--- src/pad_pkg.sv ---
//////////////////////////////////////////////////////////////////////
// Pad ring types: pad variants, per-pad attributes and the default
// variant tables for the muxed and dedicated pads
//////////////////////////////////////////////////////////////////////

package pad_pkg;

  // Default pad counts
  parameter int NMioPadsDefault = 8;
  parameter int NDioPadsDefault = 4;

  // Codes match the pad library variant selection
  typedef enum logic [1:0] {
    pad_bidir      = 2'd0,
    pad_input_only = 2'd1,
    pad_tolerant   = 2'd2,
    pad_open_drain = 2'd3
  } pad_variant_e;

  // Invert sits in bit 0, virtual open drain in bit 1
  typedef struct packed {
    logic virt_od; // Push-pull pad emulates open drain
    logic invert;  // Flip level in both directions
  } pad_attr_t;

  //////////////////////////////////////////////////////////////////////
  // Default variant tables

  // Upper two MIOs serve open-drain buses
  parameter pad_variant_e [NMioPadsDefault-1:0] DefaultMioVariant = '{
    7:       pad_open_drain,
    6:       pad_open_drain,
    default: pad_bidir
  };

  // Clock and mode pads of the debug port only ever receive
  parameter pad_variant_e [NDioPadsDefault-1:0] DefaultDioVariant = '{
    3:       pad_input_only, // TMS
    2:       pad_input_only, // TCK
    default: pad_bidir
  };

endpackage : pad_pkg

--- src/jtag_pkg.sv ---
//////////////////////////////////////////////////////////////////////
// JTAG overlay types: request and response bundles, default pin
// indices and the overlay control state
//////////////////////////////////////////////////////////////////////

package jtag_pkg;

  typedef struct packed {
    logic tck;
    logic tms;
    logic trst_n;
    logic tdi;
  } jtag_req_t;

  typedef struct packed {
    logic tdo;
  } jtag_rsp_t;

  // Levels seen by the TAP while the overlay is off
  parameter jtag_req_t JtagReqIdle = '{tck: 1'b0, tms: 1'b1, trst_n: 1'b0, tdi: 1'b0};

  //////////////////////////////////////////////////////////////////////
  // Pin indices into the combined vector, DIOs above the MIOs

  parameter int StrapIdx = 4;                               // MIO 4
  parameter int TrstIdx  = 2;                               // MIO 2
  parameter int TckIdx   = pad_pkg::NMioPadsDefault + 2;    // DIO 2
  parameter int TmsIdx   = pad_pkg::NMioPadsDefault + 3;    // DIO 3
  parameter int TdiIdx   = pad_pkg::NMioPadsDefault + 0;    // DIO 0
  parameter int TdoIdx   = pad_pkg::NMioPadsDefault + 1;    // DIO 1

  typedef enum logic {
    ovl_func = 1'b0,
    ovl_jtag = 1'b1
  } overlay_state_e;

endpackage : jtag_pkg

--- src/pad_ring.sv ---
//////////////////////////////////////////////////////////////////////
// Pad ring: converts logical values to pad levels and back, applying
// the fixed pad variant and the per-pad attributes
//////////////////////////////////////////////////////////////////////

`timescale 1ns/1ps

module pad_ring #(
  parameter int NPads = 12,
  parameter pad_pkg::pad_variant_e [NPads-1:0] PadVariant = '{default: pad_pkg::pad_bidir}
) (
  // Logical side
  input  logic [NPads-1:0]                ring_out_i,
  input  logic [NPads-1:0]                ring_oe_i,
  output logic [NPads-1:0]                ring_in_o,
  input  pad_pkg::pad_attr_t [NPads-1:0]  attr_i,
  // Pad side
  input  logic [NPads-1:0]                pad_in_i,
  output logic [NPads-1:0]                pad_out_o,
  output logic [NPads-1:0]                pad_oe_o
);

  for (genvar i = 0; i < NPads; i++) begin : g_pad
    logic out_inv;  // Output level after inversion
    logic is_input;
    logic is_od;

    assign out_inv  = ring_out_i[i] ^ attr_i[i].invert;
    assign is_input = (PadVariant[i] == pad_pkg::pad_input_only);

    // Real open-drain cell or push-pull pad told to behave like one
    assign is_od = (PadVariant[i] == pad_pkg::pad_open_drain) || attr_i[i].virt_od;

    //////////////////////////////////////////////////////////////////////
    // Output path

    // Open drain only ever pulls low, releasing the pad for a 1
    assign pad_out_o[i] = is_od ? 1'b0 : out_inv;

    always_comb begin
      if (is_input) begin
        pad_oe_o[i] = 1'b0;                    // Receiver only
      end else if (is_od) begin
        pad_oe_o[i] = ring_oe_i[i] & ~out_inv;
      end else begin
        pad_oe_o[i] = ring_oe_i[i];            // Bidir and tolerant
      end
    end

    //////////////////////////////////////////////////////////////////////
    // Input path

    assign ring_in_o[i] = pad_in_i[i] ^ attr_i[i].invert;
  end

endmodule : pad_ring

--- src/jtag_strap_ctrl.sv ---
//////////////////////////////////////////////////////////////////////
// JTAG strap control: synchronizes the strap pad and holds the
// overlay state that selects JTAG on the shared pins
//////////////////////////////////////////////////////////////////////

`timescale 1ns/1ps

module jtag_strap_ctrl (
  input  logic clk_i,
  input  logic rst_i,
  input  logic strap_i,       // Raw strap, asynchronous
  output logic jtag_active_o
);

  typedef logic [1:0] sync_stages_t;

  sync_stages_t             sync_q;
  logic                     strap_sync;
  jtag_pkg::overlay_state_e state_q, state_d;

  // Two-flop synchronizer
  always_ff @(posedge clk_i) begin
    if (rst_i) begin
      sync_q <= '0;
    end else begin
      sync_q <= {sync_q[0], strap_i};
    end
  end

  assign strap_sync = sync_q[1];

  //////////////////////////////////////////////////////////////////////
  // Overlay FSM

  always_comb begin
    state_d = state_q;
    case (state_q)
      jtag_pkg::ovl_func: if (strap_sync)  state_d = jtag_pkg::ovl_jtag;
      jtag_pkg::ovl_jtag: if (!strap_sync) state_d = jtag_pkg::ovl_func;
    endcase
  end

  always_ff @(posedge clk_i) begin
    if (rst_i) begin
      state_q <= jtag_pkg::ovl_func;  // Functional mode out of reset
    end else begin
      state_q <= state_d;
    end
  end

  assign jtag_active_o = (state_q == jtag_pkg::ovl_jtag);

  // Overlay moves only when the synchronized strap disagreed last cycle
  a_active_follows_strap: assert property (@(posedge clk_i) disable iff (rst_i)
    $changed(jtag_active_o) |-> $past(strap_sync != jtag_active_o));

endmodule : jtag_strap_ctrl

--- src/jtag_overlay_mux.sv ---
//////////////////////////////////////////////////////////////////////
// JTAG overlay mux: hands the debug pins to the TAP while JTAG is
// selected and ties off the core's view of them
//////////////////////////////////////////////////////////////////////

`timescale 1ns/1ps

module jtag_overlay_mux #(
  parameter int NumIos  = 12,
  parameter int TckIdx  = 10,
  parameter int TmsIdx  = 11,
  parameter int TrstIdx = 2,
  parameter int TdiIdx  = 8,
  parameter int TdoIdx  = 9
) (
  input  logic               jtag_active_i,
  // Core side
  input  logic [NumIos-1:0]  core_out_i,
  input  logic [NumIos-1:0]  core_oe_i,
  output logic [NumIos-1:0]  core_in_o,
  // Pad ring side
  output logic [NumIos-1:0]  ring_out_o,
  output logic [NumIos-1:0]  ring_oe_o,
  input  logic [NumIos-1:0]  ring_in_i,
  // TAP side
  output jtag_pkg::jtag_req_t jtag_req_o,
  input  jtag_pkg::jtag_rsp_t jtag_rsp_i
);

  localparam logic [NumIos-1:0] OneHot = {{(NumIos-1){1'b0}}, 1'b1};

  // Pins the TAP samples
  localparam logic [NumIos-1:0] JtagInPins =
    (OneHot << TckIdx) | (OneHot << TmsIdx) | (OneHot << TrstIdx) | (OneHot << TdiIdx);
  localparam logic [NumIos-1:0] JtagPins = JtagInPins | (OneHot << TdoIdx);

  // TMS idles high, everything else reads 0 to the core
  localparam logic [NumIos-1:0] TieOffValues = OneHot << TmsIdx;

  always_comb begin
    // Straight pass-through by default
    ring_out_o = core_out_i;
    ring_oe_o  = core_oe_i;
    core_in_o  = ring_in_i;
    jtag_req_o = jtag_pkg::JtagReqIdle;

    if (jtag_active_i) begin
      jtag_req_o.tck    = ring_in_i[TckIdx];
      jtag_req_o.tms    = ring_in_i[TmsIdx];
      jtag_req_o.trst_n = ring_in_i[TrstIdx];
      jtag_req_o.tdi    = ring_in_i[TdiIdx];

      // Core drive on the debug inputs is dropped
      ring_out_o = core_out_i & ~JtagInPins;
      ring_oe_o  = core_oe_i & ~JtagInPins;

      ring_out_o[TdoIdx] = jtag_rsp_i.tdo;
      ring_oe_o[TdoIdx]  = 1'b1;

      core_in_o = (ring_in_i & ~JtagPins) | TieOffValues;
    end
  end

  // No contention on pins the external debugger drives
  a_in_pins_released: assert final (!jtag_active_i || ((ring_oe_o & JtagInPins) == '0))
    else $error("output enable on JTAG input pin while overlay active");

endmodule : jtag_overlay_mux

--- src/chip_io_top.sv ---
//////////////////////////////////////////////////////////////////////
// Chip I/O top: strap control, JTAG overlay mux and pad ring
// between the MIO/DIO pads and the core
//////////////////////////////////////////////////////////////////////

`timescale 1ns/1ps

module chip_io_top #(
  parameter int NMioPads = pad_pkg::NMioPadsDefault,
  parameter int NDioPads = pad_pkg::NDioPadsDefault,
  parameter pad_pkg::pad_variant_e [NMioPads-1:0] MioVariant = pad_pkg::DefaultMioVariant,
  parameter pad_pkg::pad_variant_e [NDioPads-1:0] DioVariant = pad_pkg::DefaultDioVariant,
  // Overlay pins, indices into {dio, mio}
  parameter int StrapIdx = jtag_pkg::StrapIdx,
  parameter int TckIdx   = jtag_pkg::TckIdx,
  parameter int TmsIdx   = jtag_pkg::TmsIdx,
  parameter int TrstIdx  = jtag_pkg::TrstIdx,
  parameter int TdiIdx   = jtag_pkg::TdiIdx,
  parameter int TdoIdx   = jtag_pkg::TdoIdx
) (
  input  logic                              clk_i,
  input  logic                              rst_i,
  // Pads
  input  logic [NMioPads-1:0]               mio_pad_in_i,
  output logic [NMioPads-1:0]               mio_pad_out_o,
  output logic [NMioPads-1:0]               mio_pad_oe_o,
  input  logic [NDioPads-1:0]               dio_pad_in_i,
  output logic [NDioPads-1:0]               dio_pad_out_o,
  output logic [NDioPads-1:0]               dio_pad_oe_o,
  input  pad_pkg::pad_attr_t [NMioPads-1:0] mio_attr_i,
  input  pad_pkg::pad_attr_t [NDioPads-1:0] dio_attr_i,
  // Core
  input  logic [NMioPads+NDioPads-1:0]      core_out_i,
  input  logic [NMioPads+NDioPads-1:0]      core_oe_i,
  output logic [NMioPads+NDioPads-1:0]      core_in_o,
  output jtag_pkg::jtag_req_t               jtag_req_o,
  input  jtag_pkg::jtag_rsp_t               jtag_rsp_i,
  output logic                              jtag_active_o
);

  localparam int NumIos = NMioPads + NDioPads;

  typedef logic [NumIos-1:0] io_vec_t;

  io_vec_t ring_out, ring_oe, ring_in;
  io_vec_t pad_in, pad_out, pad_oe;
  logic    jtag_active;

  // DIOs sit above the MIOs
  assign pad_in = {dio_pad_in_i, mio_pad_in_i};
  assign {dio_pad_out_o, mio_pad_out_o} = pad_out;
  assign {dio_pad_oe_o, mio_pad_oe_o}   = pad_oe;

  jtag_strap_ctrl u_jtag_strap_ctrl (
    .clk_i         ( clk_i            ),
    .rst_i         ( rst_i            ),
    .strap_i       ( pad_in[StrapIdx] ), // Raw level, ahead of inversion
    .jtag_active_o ( jtag_active      )
  );

  assign jtag_active_o = jtag_active;

  jtag_overlay_mux #(
    .NumIos  ( NumIos  ),
    .TckIdx  ( TckIdx  ),
    .TmsIdx  ( TmsIdx  ),
    .TrstIdx ( TrstIdx ),
    .TdiIdx  ( TdiIdx  ),
    .TdoIdx  ( TdoIdx  )
  ) u_jtag_overlay_mux (
    .jtag_active_i ( jtag_active ),
    .core_out_i    ( core_out_i  ),
    .core_oe_i     ( core_oe_i   ),
    .core_in_o     ( core_in_o   ),
    .ring_out_o    ( ring_out    ),
    .ring_oe_o     ( ring_oe     ),
    .ring_in_i     ( ring_in     ),
    .jtag_req_o    ( jtag_req_o  ),
    .jtag_rsp_i    ( jtag_rsp_i  )
  );

  pad_ring #(
    .NPads      ( NumIos                   ),
    .PadVariant ( {DioVariant, MioVariant} )
  ) u_pad_ring (
    .ring_out_i ( ring_out                 ),
    .ring_oe_i  ( ring_oe                  ),
    .ring_in_o  ( ring_in                  ),
    .attr_i     ( {dio_attr_i, mio_attr_i} ),
    .pad_in_i   ( pad_in                   ),
    .pad_out_o  ( pad_out                  ),
    .pad_oe_o   ( pad_oe                   )
  );

endmodule : chip_io_top

--- config.mk ---
export PLATFORM = sky130hd
export DESIGN_NAME = chip_io_top
export DESIGN_NICKNAME = d
export VERILOG_FILES = /design/src/pad_pkg.sv /design/src/jtag_pkg.sv /design/src/pad_ring.sv /design/src/jtag_strap_ctrl.sv /design/src/jtag_overlay_mux.sv /design/src/chip_io_top.sv
export SDC_FILE = /design/constraint.sdc
export NUM_CORES = 1
export LEC_CHECK = 0
export ABC_AREA = 1
export BUFFER_PORTS_ARGS = -buffer_cell sky130_fd_sc_hd__buf_2
export CAP_MARGIN = 25
export CORE_MARGIN = 4
export CORE_UTILIZATION = 30
export CTS_CLUSTER_SIZE = 10
export DETAILED_ROUTE_END_ITERATION = 12
export PLACE_DENSITY = 0.82
export SYNTH_ARGS = -nofsm -noshare
export SYNTH_HDL_FRONTEND = slang
export SYNTH_SLANG_ARGS = --single-unit
--- constraint.sdc ---
create_clock -name clk_i -period 1.1 [get_ports clk_i]
set_input_delay 0.055 -clock clk_i [delete_from_list [all_inputs] [get_ports clk_i]]
set_output_delay 0.055 -clock clk_i [all_outputs]
set_load 0.01 [all_outputs]
==> results of run 1 <==
-- cell usage after synthesis --
cell type	n
sky130_fd_sc_hd__nand2_1	31
sky130_fd_sc_hd__inv_1	21
sky130_fd_sc_hd__nor2_1	21
sky130_fd_sc_hd__nand3_1	8
sky130_fd_sc_hd__xor2_1	7
sky130_fd_sc_hd__or2_1	5
sky130_fd_sc_hd__xnor2_1	5
sky130_fd_sc_hd__buf_4	4
sky130_fd_sc_hd__nand3_2	4
sky130_fd_sc_hd__dfxtp_1	3
sky130_fd_sc_hd__a21oi_1	2
sky130_fd_sc_hd__a21oi_2	2
sky130_fd_sc_hd__nand2_4	2
sky130_fd_sc_hd__o21ai_0	2
sky130_fd_sc_hd__buf_12	1
sky130_fd_sc_hd__buf_6	1
sky130_fd_sc_hd__conb_1	1
sky130_fd_sc_hd__inv_6	1
sky130_fd_sc_hd__nand2_2	1
sky130_fd_sc_hd__nand3b_1	1
sky130_fd_sc_hd__nor2_2	1
-- worst max-delay path by stage --
stage | from | endpoint | slack [ps] | cells after the start
2_1_floorplan | u_jtag_strap_ctrl.jtag_active_o$_SDFF_PP0_ | dio_pad_out_o[2] | 90 | 6
3_3_place_gp | u_jtag_strap_ctrl.jtag_active_o$_SDFF_PP0_ | mio_pad_oe_o[2] | 120 | 7
3_5_place_dp | u_jtag_strap_ctrl.jtag_active_o$_SDFF_PP0_ | mio_pad_oe_o[2] | 90 | 7
4_1_cts | u_jtag_strap_ctrl.jtag_active_o$_SDFF_PP0_ | dio_pad_oe_o[2] | -70 | 7
5_1_grt | u_jtag_strap_ctrl.jtag_active_o$_SDFF_PP0_ | dio_pad_out_o[3] | -140 | 6
6_report | u_jtag_strap_ctrl.jtag_active_o$_SDFF_PP0_ | dio_pad_out_o[3] | -90 | 6
-- worst register-to-register path: cells and delay by family (launching register included) --
kind                   cells  cell delay (ps)
buffers and inverters      1               40
flip-flops                 1              290
AND/OR/NAND/NOR            1               30
-- metrics by stage --
stage	util, %	worst slack (ps)	setup TNS [ps]
after floorplan	-	85.4	0
after global placement	52.8	115	0
after detailed placement	52.8	88.1	0
after global routing	57.0	-141	-1020
after CTS	55.8	-68.2	-377
final	57.0	-87.2	-260
-- layout by cell type, fill, tap and decap left out, drive strengths merged --
master | Yosys | final
buf | 6 | 99
nand3b | 1 | 1
nor2 | 22 | 22
a21oi | 4 | 4
nand2 | 34 | 34
inv | 22 | 23
dfxtp | 3 | 3
xnor2 | 5 | 5
dlygate4sd3 | 0 | 1
clkbuf | 0 | 4
o21ai | 2 | 2
nand3 | 12 | 12
conb | 1 | 4
xor2 | 7 | 7
or2 | 5 | 5
-- kinds of logic (layout without fill, tap and decap cells) --
family	count (synthesis)	in the layout	share of synthesized area, %
buffers and inverters	28	127	21.1
flip-flops	3	3	8.53
XOR/XNOR	12	12	14.9
other	1	4	0.532
AND/OR/NAND/NOR	74	74	49.6
AO/OA/AOI/OAI	6	6	5.33
-- registers in the layout (all words and copies together) (netlist names) --
signal and flops:
u_jtag_strap_ctrl.jtag_active_o 1, u_jtag_strap_ctrl.sync_q 2
-- per-layer routing --
metal | routed length, µm | track usage [%] | part of all wire [%]
met1 | 765 | 13.5 | 33
met2 | 1180 | 27.1 | 51
met4 | 11 | 3.05 | 0.48
met3 | 363 | 6.90 | 16
met5 | 0 | 0 | 0
-- power breakdown --
part	internal, W	switching [W]
clock	0.000136	0.0000615
sequential	0.000112	0.00000357
combinational	0.000232	0.000246
-- area by class of cell --
cell class | count | area, µm² | share of cell area (%)
tap | 28 | 35.0 | 2.75
timing repair inverter | 1 | 6.26 | 0.491
sequential | 3 | 63.8 | 5.01
inverter | 22 | 90.1 | 7.07
multi-input combinational | 96 | 537 | 42.1
clock buffer | 4 | 26.3 | 2.06
timing repair buffer | 100 | 515 | 40.5
-- repair_timing --
item / 4_1_cts / 5_1_grt
resized for setup: 5 / 9
pin swaps: 5 / 8
endpoints found under the setup margin: 12 / 11
cloned: 1 / 0
buffers inserted: 2 / 0
endpoints found under the hold margin: 3 / 0
hold buffers: 1 / 0
==> impl_metrics.xml, run 1 <==
<?xml version="1.0" encoding="UTF-8"?>
<metrics>
  <group name="routing">
    <metric name="number_of_drc_violations_after_detailed_routing" unit="">0</metric>
    <metric name="drt-vias-per-instance" unit="">4.31</metric>
    <metric name="routedWlPerCell" unit="µm">9.11</metric>
    <metric name="dr.pass1.iters" unit="">4</metric>
    <metric name="routed_wirelength" unit="µm">2320</metric>
    <metric name="drtIter0Drc" unit="">19</metric>
    <metric name="routed-via-count" unit="">1096</metric>
    <metric name="ant_nets" unit="">0</metric>
  </group>
  <group name="setup_path">
    <metric name="path_class" unit="">reg -&gt; out</metric>
    <metric name="most_common_cell_type_on_the_critical_path" unit="">sky130_fd_sc_hd__nand2_2</metric>
    <metric name="critical_path_required" unit="ps">1040</metric>
    <metric name="crit_path_start_kind" unit="">flip-flop</metric>
    <metric name="setup.reg_to_reg.worst_slack" unit="ps">630</metric>
    <metric name="count_of_buffer_and_inverter_cells_on_the_critical_path" unit="">2</metric>
    <metric name="crit_path_max_incr_delay" unit="ps">370</metric>
    <metric name="category_of_cells_accounting_for_the_largest_share_of_critical_path_delay" unit="">flip-flops</metric>
    <metric name="worstRegToRegCells" unit="">2</metric>
    <metric name="rr_endpoint" unit="">u_jtag_strap_ctrl.jtag_active_o$_SDFF_PP0_</metric>
    <metric name="worstPathCellList" unit="">inv_8 &gt; nand2_2 &gt; nand2_2 &gt; nand2_1 &gt; nor2_1 &gt; buf_2</metric>
    <metric name="cp_slowest_cell" unit="">sky130_fd_sc_hd__dfxtp_4</metric>
    <metric name="worstPathArrival" unit="ps">1130</metric>
    <metric name="crit-reg2reg-launch" unit="">u_jtag_strap_ctrl.sync_q[1]$_SDFF_PP0_</metric>
    <metric name="critical_path.max_fanout" unit="">6</metric>
    <metric name="worst_setup_path_end_kind" unit="">output pin</metric>
  </group>
  <group name="floorplanning">
    <metric name="die-area" unit="mm²">0.00319</metric>
    <metric name="io_pins" unit="">104</metric>
    <metric name="coreArea" unit="mm²">0.00223</metric>
    <metric name="initial_utilization" unit="%">31.5</metric>
    <metric name="die_h" unit="µm">56.5</metric>
    <metric name="fp.dieW" unit="µm">56.5</metric>
    <metric name="rows" unit="">17</metric>
  </group>
  <group name="cts">
    <metric name="clock_tree.htree_level_count" unit="">1</metric>
    <metric name="cts_made_buffers" unit="">3</metric>
    <metric name="numClockSinks" unit="">3</metric>
    <metric name="clk_transition_reported_paths" unit="ps">40</metric>
    <metric name="tritoncts_clock_tree" unit="">built</metric>
    <metric name="clockBufferDepth" unit="">2</metric>
    <metric name="cts_root_cell" unit="">sky130_fd_sc_hd__clkbuf_4</metric>
    <metric name="clock_latency_on_the_worst_skew_pair" unit="ps">240</metric>
  </group>
  <group name="yosys">
    <metric name="synth_seq_cells" unit="">3</metric>
    <metric name="synthesis.area" unit="µm²">704</metric>
    <metric name="syn-mean-instance-area" unit="µm²">5.68</metric>
    <metric name="yosys-top-cells-area" unit="">sky130_fd_sc_hd__nand2_1, sky130_fd_sc_hd__inv_1, sky130_fd_sc_hd__nor2_1</metric>
    <metric name="ys_types" unit="">21</metric>
    <metric name="yosys.area.top_type" unit="">sky130_fd_sc_hd__nand2_1</metric>
    <metric name="proportion_of_netlist_area_held_by_the_largest_area_contributor" unit="%">16.5</metric>
    <metric name="synth.yosys.warnings" unit="">0</metric>
    <metric name="ys_seq_area_share" unit="%">8.53</metric>
    <metric name="synthesis.instances" unit="">124</metric>
  </group>
  <group name="place">
    <metric name="placed_cells_incl_taps" unit="">246</metric>
    <metric name="port_buffers" unit="">95</metric>
    <metric name="dpl-instance-area" unit="mm²">0.00118</metric>
    <metric name="gp_routability_congestion" unit="">0.816</metric>
    <metric name="place.detailed.hpwl" unit="µm">1950</metric>
  </group>
  <group name="power">
    <metric name="power.density_cell_area" unit="mW/mm²">621</metric>
    <metric name="totalPowerFinal" unit="W">0.000791</metric>
    <metric name="ir_worst_vdd" unit="mV">0.628</metric>
    <metric name="leakagePower" unit="nW">0.845</metric>
  </group>
  <group name="hold_path">
    <metric name="hold_end" unit="">u_jtag_strap_ctrl.sync_q[0]$_SDFF_PP0_</metric>
    <metric name="hold_path_depth" unit="">3</metric>
    <metric name="worst_hold_path_type" unit="">in -&gt; reg</metric>
    <metric name="hp-start" unit="">mio_pad_in_i[4]</metric>
  </group>
  <group name="cells_and_area">
    <metric name="num-fill-cells" unit="">231</metric>
    <metric name="num-nets-final" unit="">290</metric>
    <metric name="stdcell_count" unit="">254</metric>
    <metric name="final_cell_area" unit="mm²">0.00127</metric>
    <metric name="area_delta_synth_final" unit="%">80.8</metric>
    <metric name="num_antenna_cells" unit="">0</metric>
    <metric name="drive_above_1_share" unit="%">55.3</metric>
  </group>
  <group name="sta">
    <metric name="number_of_pins_exceeding_their_max_slew_limit_in_the_final_report" unit="">0</metric>
    <metric name="final-hold-violation-count" unit="">0</metric>
    <metric name="count_of_endpoints_failing_setup_in_the_final_report" unit="">9</metric>
    <metric name="whs" unit="ps">45.5</metric>
    <metric name="fmax" unit="MHz">842</metric>
    <metric name="setup_slack" unit="ps">-87.2</metric>
    <metric name="rsz0062_at_grt" unit="">yes</metric>
    <metric name="clock-skew-final" unit="ps">4.09</metric>
    <metric name="period_minus_slack" unit="ps">1190</metric>
    <metric name="period_share" unit="%">108</metric>
  </group>
  <group name="run_status">
    <metric name="outcome" unit="">complete, but fails checks</metric>
    <metric name="violations" unit="">setup timing</metric>
  </group>
  <group name="global_routing">
    <metric name="initial_antenna_violation_count" unit="">0</metric>
    <metric name="number_of_global_route_vias_before_repair" unit="">1026</metric>
    <metric name="globalRouteOverflowTotal" unit="">0</metric>
    <metric name="grt_first_pass_wirelength" unit="µm">3760</metric>
    <metric name="grtUsageTotal" unit="%">14.2</metric>
    <metric name="grt_max_degree" unit="">7</metric>
  </group>
  <group name="flow_run">
    <metric name="max_cap_viols" unit="">0</metric>
  </group>
</metrics>
(Power assumes the default switching activity.)
==> run 2: changes to the inputs <==
==> constraint.sdc (replaced) <==
create_clock -name clk_i -period 1.19 [get_ports clk_i]
set_input_delay 0.119 -clock clk_i [delete_from_list [all_inputs] [get_ports clk_i]]
set_output_delay 0.119 -clock clk_i [all_outputs]
set_load 0.01 [all_outputs]
==> run 2 against run 1 <==
The run still ends with setup timing left; sequential power shrank 8%; die area stayed put; worst setup slack better by 63 ps; final area increased by 0.30%; power shrank 7.6%; non-clock buffer count did not move; routed wire length down 2.2%; global-route usage grew 0.20 points; via count is 0.73% lower; register-to-register slack gained 90 ps; largest cell class unchanged.
==> impl_metrics.xml, run 2 (synthesis gave the netlist of run 1 again) <==
<?xml version="1.0" encoding="UTF-8"?>
<metrics>
  <group name="sta">
    <metric name="number_of_pins_exceeding_their_max_slew_limit_in_the_final_report" unit="">0</metric>
    <metric name="final-hold-violation-count" unit="">0</metric>
    <metric name="period_share" unit="%">102</metric>
    <metric name="setup_slack" unit="ps">-24.5</metric>
    <metric name="period_minus_slack" unit="ps">1210</metric>
    <metric name="fmax" unit="MHz">823</metric>
    <metric name="rsz0062_at_grt" unit="">yes</metric>
    <metric name="clock-skew-final" unit="ps">2.68</metric>
    <metric name="count_of_endpoints_failing_setup_in_the_final_report" unit="">4</metric>
    <metric name="whs" unit="ps">64.8</metric>
  </group>
  <group name="run_status">
    <metric name="violations" unit="">setup timing</metric>
    <metric name="outcome" unit="">complete, but fails checks</metric>
  </group>
  <group name="hold_path">
    <metric name="worst_hold_path_type" unit="">in -&gt; reg</metric>
  </group>
  <group name="cts">
    <metric name="clock_latency_on_the_worst_skew_pair" unit="ps">230</metric>
    <metric name="clockBufferDepth" unit="">2</metric>
    <metric name="holdBufCountCts" unit="">0</metric>
    <metric name="numClockSinks" unit="">3</metric>
    <metric name="clock_tree.htree_level_count" unit="">1</metric>
    <metric name="cts_made_buffers" unit="">3</metric>
    <metric name="cts_root_cell" unit="">sky130_fd_sc_hd__clkbuf_4</metric>
    <metric name="clk_transition_reported_paths" unit="ps">30</metric>
    <metric name="tritoncts_clock_tree" unit="">built</metric>
  </group>
  <group name="global_routing">
    <metric name="number_of_global_route_vias_before_repair" unit="">1016</metric>
    <metric name="grt_first_pass_wirelength" unit="µm">3830</metric>
    <metric name="globalRouteOverflowTotal" unit="">0</metric>
    <metric name="initial_antenna_violation_count" unit="">0</metric>
    <metric name="grtUsageTotal" unit="%">14.4</metric>
    <metric name="grt_max_degree" unit="">7</metric>
  </group>
  <group name="routing">
    <metric name="routed-via-count" unit="">1088</metric>
    <metric name="routedWlPerCell" unit="µm">8.91</metric>
    <metric name="drt-vias-per-instance" unit="">4.28</metric>
    <metric name="ant_nets" unit="">0</metric>
    <metric name="drtIter0Drc" unit="">19</metric>
    <metric name="number_of_drc_violations_after_detailed_routing" unit="">0</metric>
    <metric name="dr.pass1.iters" unit="">3</metric>
    <metric name="routed_wirelength" unit="µm">2260</metric>
  </group>
  <group name="cells_and_area">
    <metric name="drive_above_1_share" unit="%">56.6</metric>
    <metric name="stdcell_count" unit="">254</metric>
    <metric name="area_delta_synth_final" unit="%">81.4</metric>
    <metric name="num_antenna_cells" unit="">0</metric>
    <metric name="num-fill-cells" unit="">228</metric>
    <metric name="final_common_cell" unit="">sky130_fd_sc_hd__buf_2</metric>
    <metric name="highest_count_cells_in_the_layout_ignoring_fill_and_taps" unit="">sky130_fd_sc_hd__buf_2, sky130_fd_sc_hd__nand2_1, sky130_fd_sc_hd__inv_1, sky130_fd_sc_hd__nor2_1, sky130_fd_sc_hd__xor2_1</metric>
    <metric name="largest_reg_flops" unit="">2</metric>
    <metric name="registers.top_by_ff_count" unit="">u_jtag_strap_ctrl.sync_q</metric>
    <metric name="layout.core_utilization" unit="%">57.2</metric>
    <metric name="num-nets-final" unit="">290</metric>
  </group>
  <group name="place">
    <metric name="port_buffers" unit="">95</metric>
    <metric name="placed_cells_incl_taps" unit="">246</metric>
    <metric name="dp_slack" unit="ps">109</metric>
    <metric name="gp_routability_congestion" unit="">0.831</metric>
    <metric name="place.detailed.hpwl" unit="µm">1940</metric>
  </group>
  <group name="power">
    <metric name="net_switching_fraction_of_the_power" unit="%">39.0</metric>
    <metric name="leakagePower" unit="nW">0.844</metric>
    <metric name="ir_worst_vdd" unit="mV">0.495</metric>
    <metric name="power.density_cell_area" unit="mW/mm²">572</metric>
    <metric name="combinationalPowerShare" unit="%">60.8</metric>
    <metric name="clkPwrFrac" unit="%">24.6</metric>
    <metric name="relative_contribution_of_sequential_cells_to_total_power" unit="%">14.6</metric>
    <metric name="cellInternalPower" unit="W">0.000446</metric>
    <metric name="power.switching" unit="W">0.000285</metric>
  </group>
  <group name="flow_run">
    <metric name="max_cap_viols" unit="">0</metric>
  </group>
  <group name="floorplanning">
    <metric name="die-area" unit="mm²">0.00319</metric>
    <metric name="die_h" unit="µm">56.5</metric>
    <metric name="rows" unit="">17</metric>
    <metric name="io_pins" unit="">104</metric>
    <metric name="coreArea" unit="mm²">0.00223</metric>
    <metric name="initial_utilization" unit="%">31.5</metric>
    <metric name="fp.dieW" unit="µm">56.5</metric>
  </group>
  <group name="setup_path">
    <metric name="worstPathArrival" unit="ps">1100</metric>
    <metric name="critical_path_required" unit="ps">1070</metric>
    <metric name="critical_path.max_fanout" unit="">6</metric>
    <metric name="crit_path_start_kind" unit="">flip-flop</metric>
    <metric name="worst_setup_path_end_kind" unit="">output pin</metric>
    <metric name="path_class" unit="">reg -&gt; out</metric>
  </group>
</metrics>
-- run 2: worst paths after layout --
check,start,to,slack [ps],cells past startpoint
worst max-delay path,u_jtag_strap_ctrl.jtag_active_o$_SDFF_PP0_,dio_pad_oe_o[3],-20,7
worst min-delay path,rst_i,u_jtag_strap_ctrl.jtag_active_o$_SDFF_PP0_,60,2
worst max register to register,u_jtag_strap_ctrl.sync_q[1]$_SDFF_PP0_,u_jtag_strap_ctrl.jtag_active_o$_SDFF_PP0_,720,2
worst min register to register,u_jtag_strap_ctrl.sync_q[1]$_SDFF_PP0_,u_jtag_strap_ctrl.jtag_active_o$_SDFF_PP0_,400,2
-- run 2: area by class of cell --
| cell class | count | area, µm² | area share (%) |
|---|---|---|---|
| multi-input combinational | 96 | 539 | 42.2 |
| clock buffer | 4 | 26.3 | 2.06 |
| inverter | 22 | 87.6 | 6.86 |
| timing repair buffer | 100 | 519 | 40.6 |
| tap | 28 | 35.0 | 2.74 |
| sequential | 3 | 63.8 | 5.00 |
| timing repair inverter | 1 | 6.26 | 0.490 |
-- run 2: what timing repair did --
item                                   in CTS  in global routing
setup endpoints to repair                   8                 12
gates resized for setup                     6                 10
buffers inserted                            3                  0
pin swaps                                   3                  6
endpoints found under the hold margin       0                  0
gates cloned                                1                  0
-- run 2: power groups by stage --
stage | registers, W | clock network (W) | logic [W]
final | 0.000107 | 0.000180 | 0.000445
after global routing | 0.000107 | 0.000203 | 0.000502
after CTS | 0.000107 | 0.000191 | 0.000436
after detailed placement | 0.000109 | 0 | 0.000427
after global placement | 0.000109 | 0 | 0.000418
after floorplan | 0.000108 | 0 | 0.000221
-- run 2: stage by stage --
stage | TNS (ps) | total power [W] | area, µm²
after detailed placement | 0 | 0.000536 | 1180
after CTS | -129 | 0.000733 | 1250
after floorplan | 0 | 0.000329 | 716
final | -43.8 | 0.000731 | 1280
after global routing | -786 | 0.000812 | 1280
after global placement | 0 | 0.000527 | 1180
-- run 2: critical path: stages, from the launching register on --
cell                      delay (ps)
sky130_fd_sc_hd__dfxtp_4         370
sky130_fd_sc_hd__inv_6            80
sky130_fd_sc_hd__nand2_2          50
sky130_fd_sc_hd__nand2_2          80
sky130_fd_sc_hd__nand3_2          80
sky130_fd_sc_hd__nand2_2          70
sky130_fd_sc_hd__inv_2            30
sky130_fd_sc_hd__buf_6           110
-- run 2: routing by layer --
metal | GRT usage, % | share of wire [%] | up-vias
met2 | 26.4 | 50 | 66
met3 | 5.52 | 15 | 2
li1 | - | - | 566
met4 | 3.05 | 0.49 | 0
met1 | 15.5 | 35 | 454
met5 | 0 | 0 | -
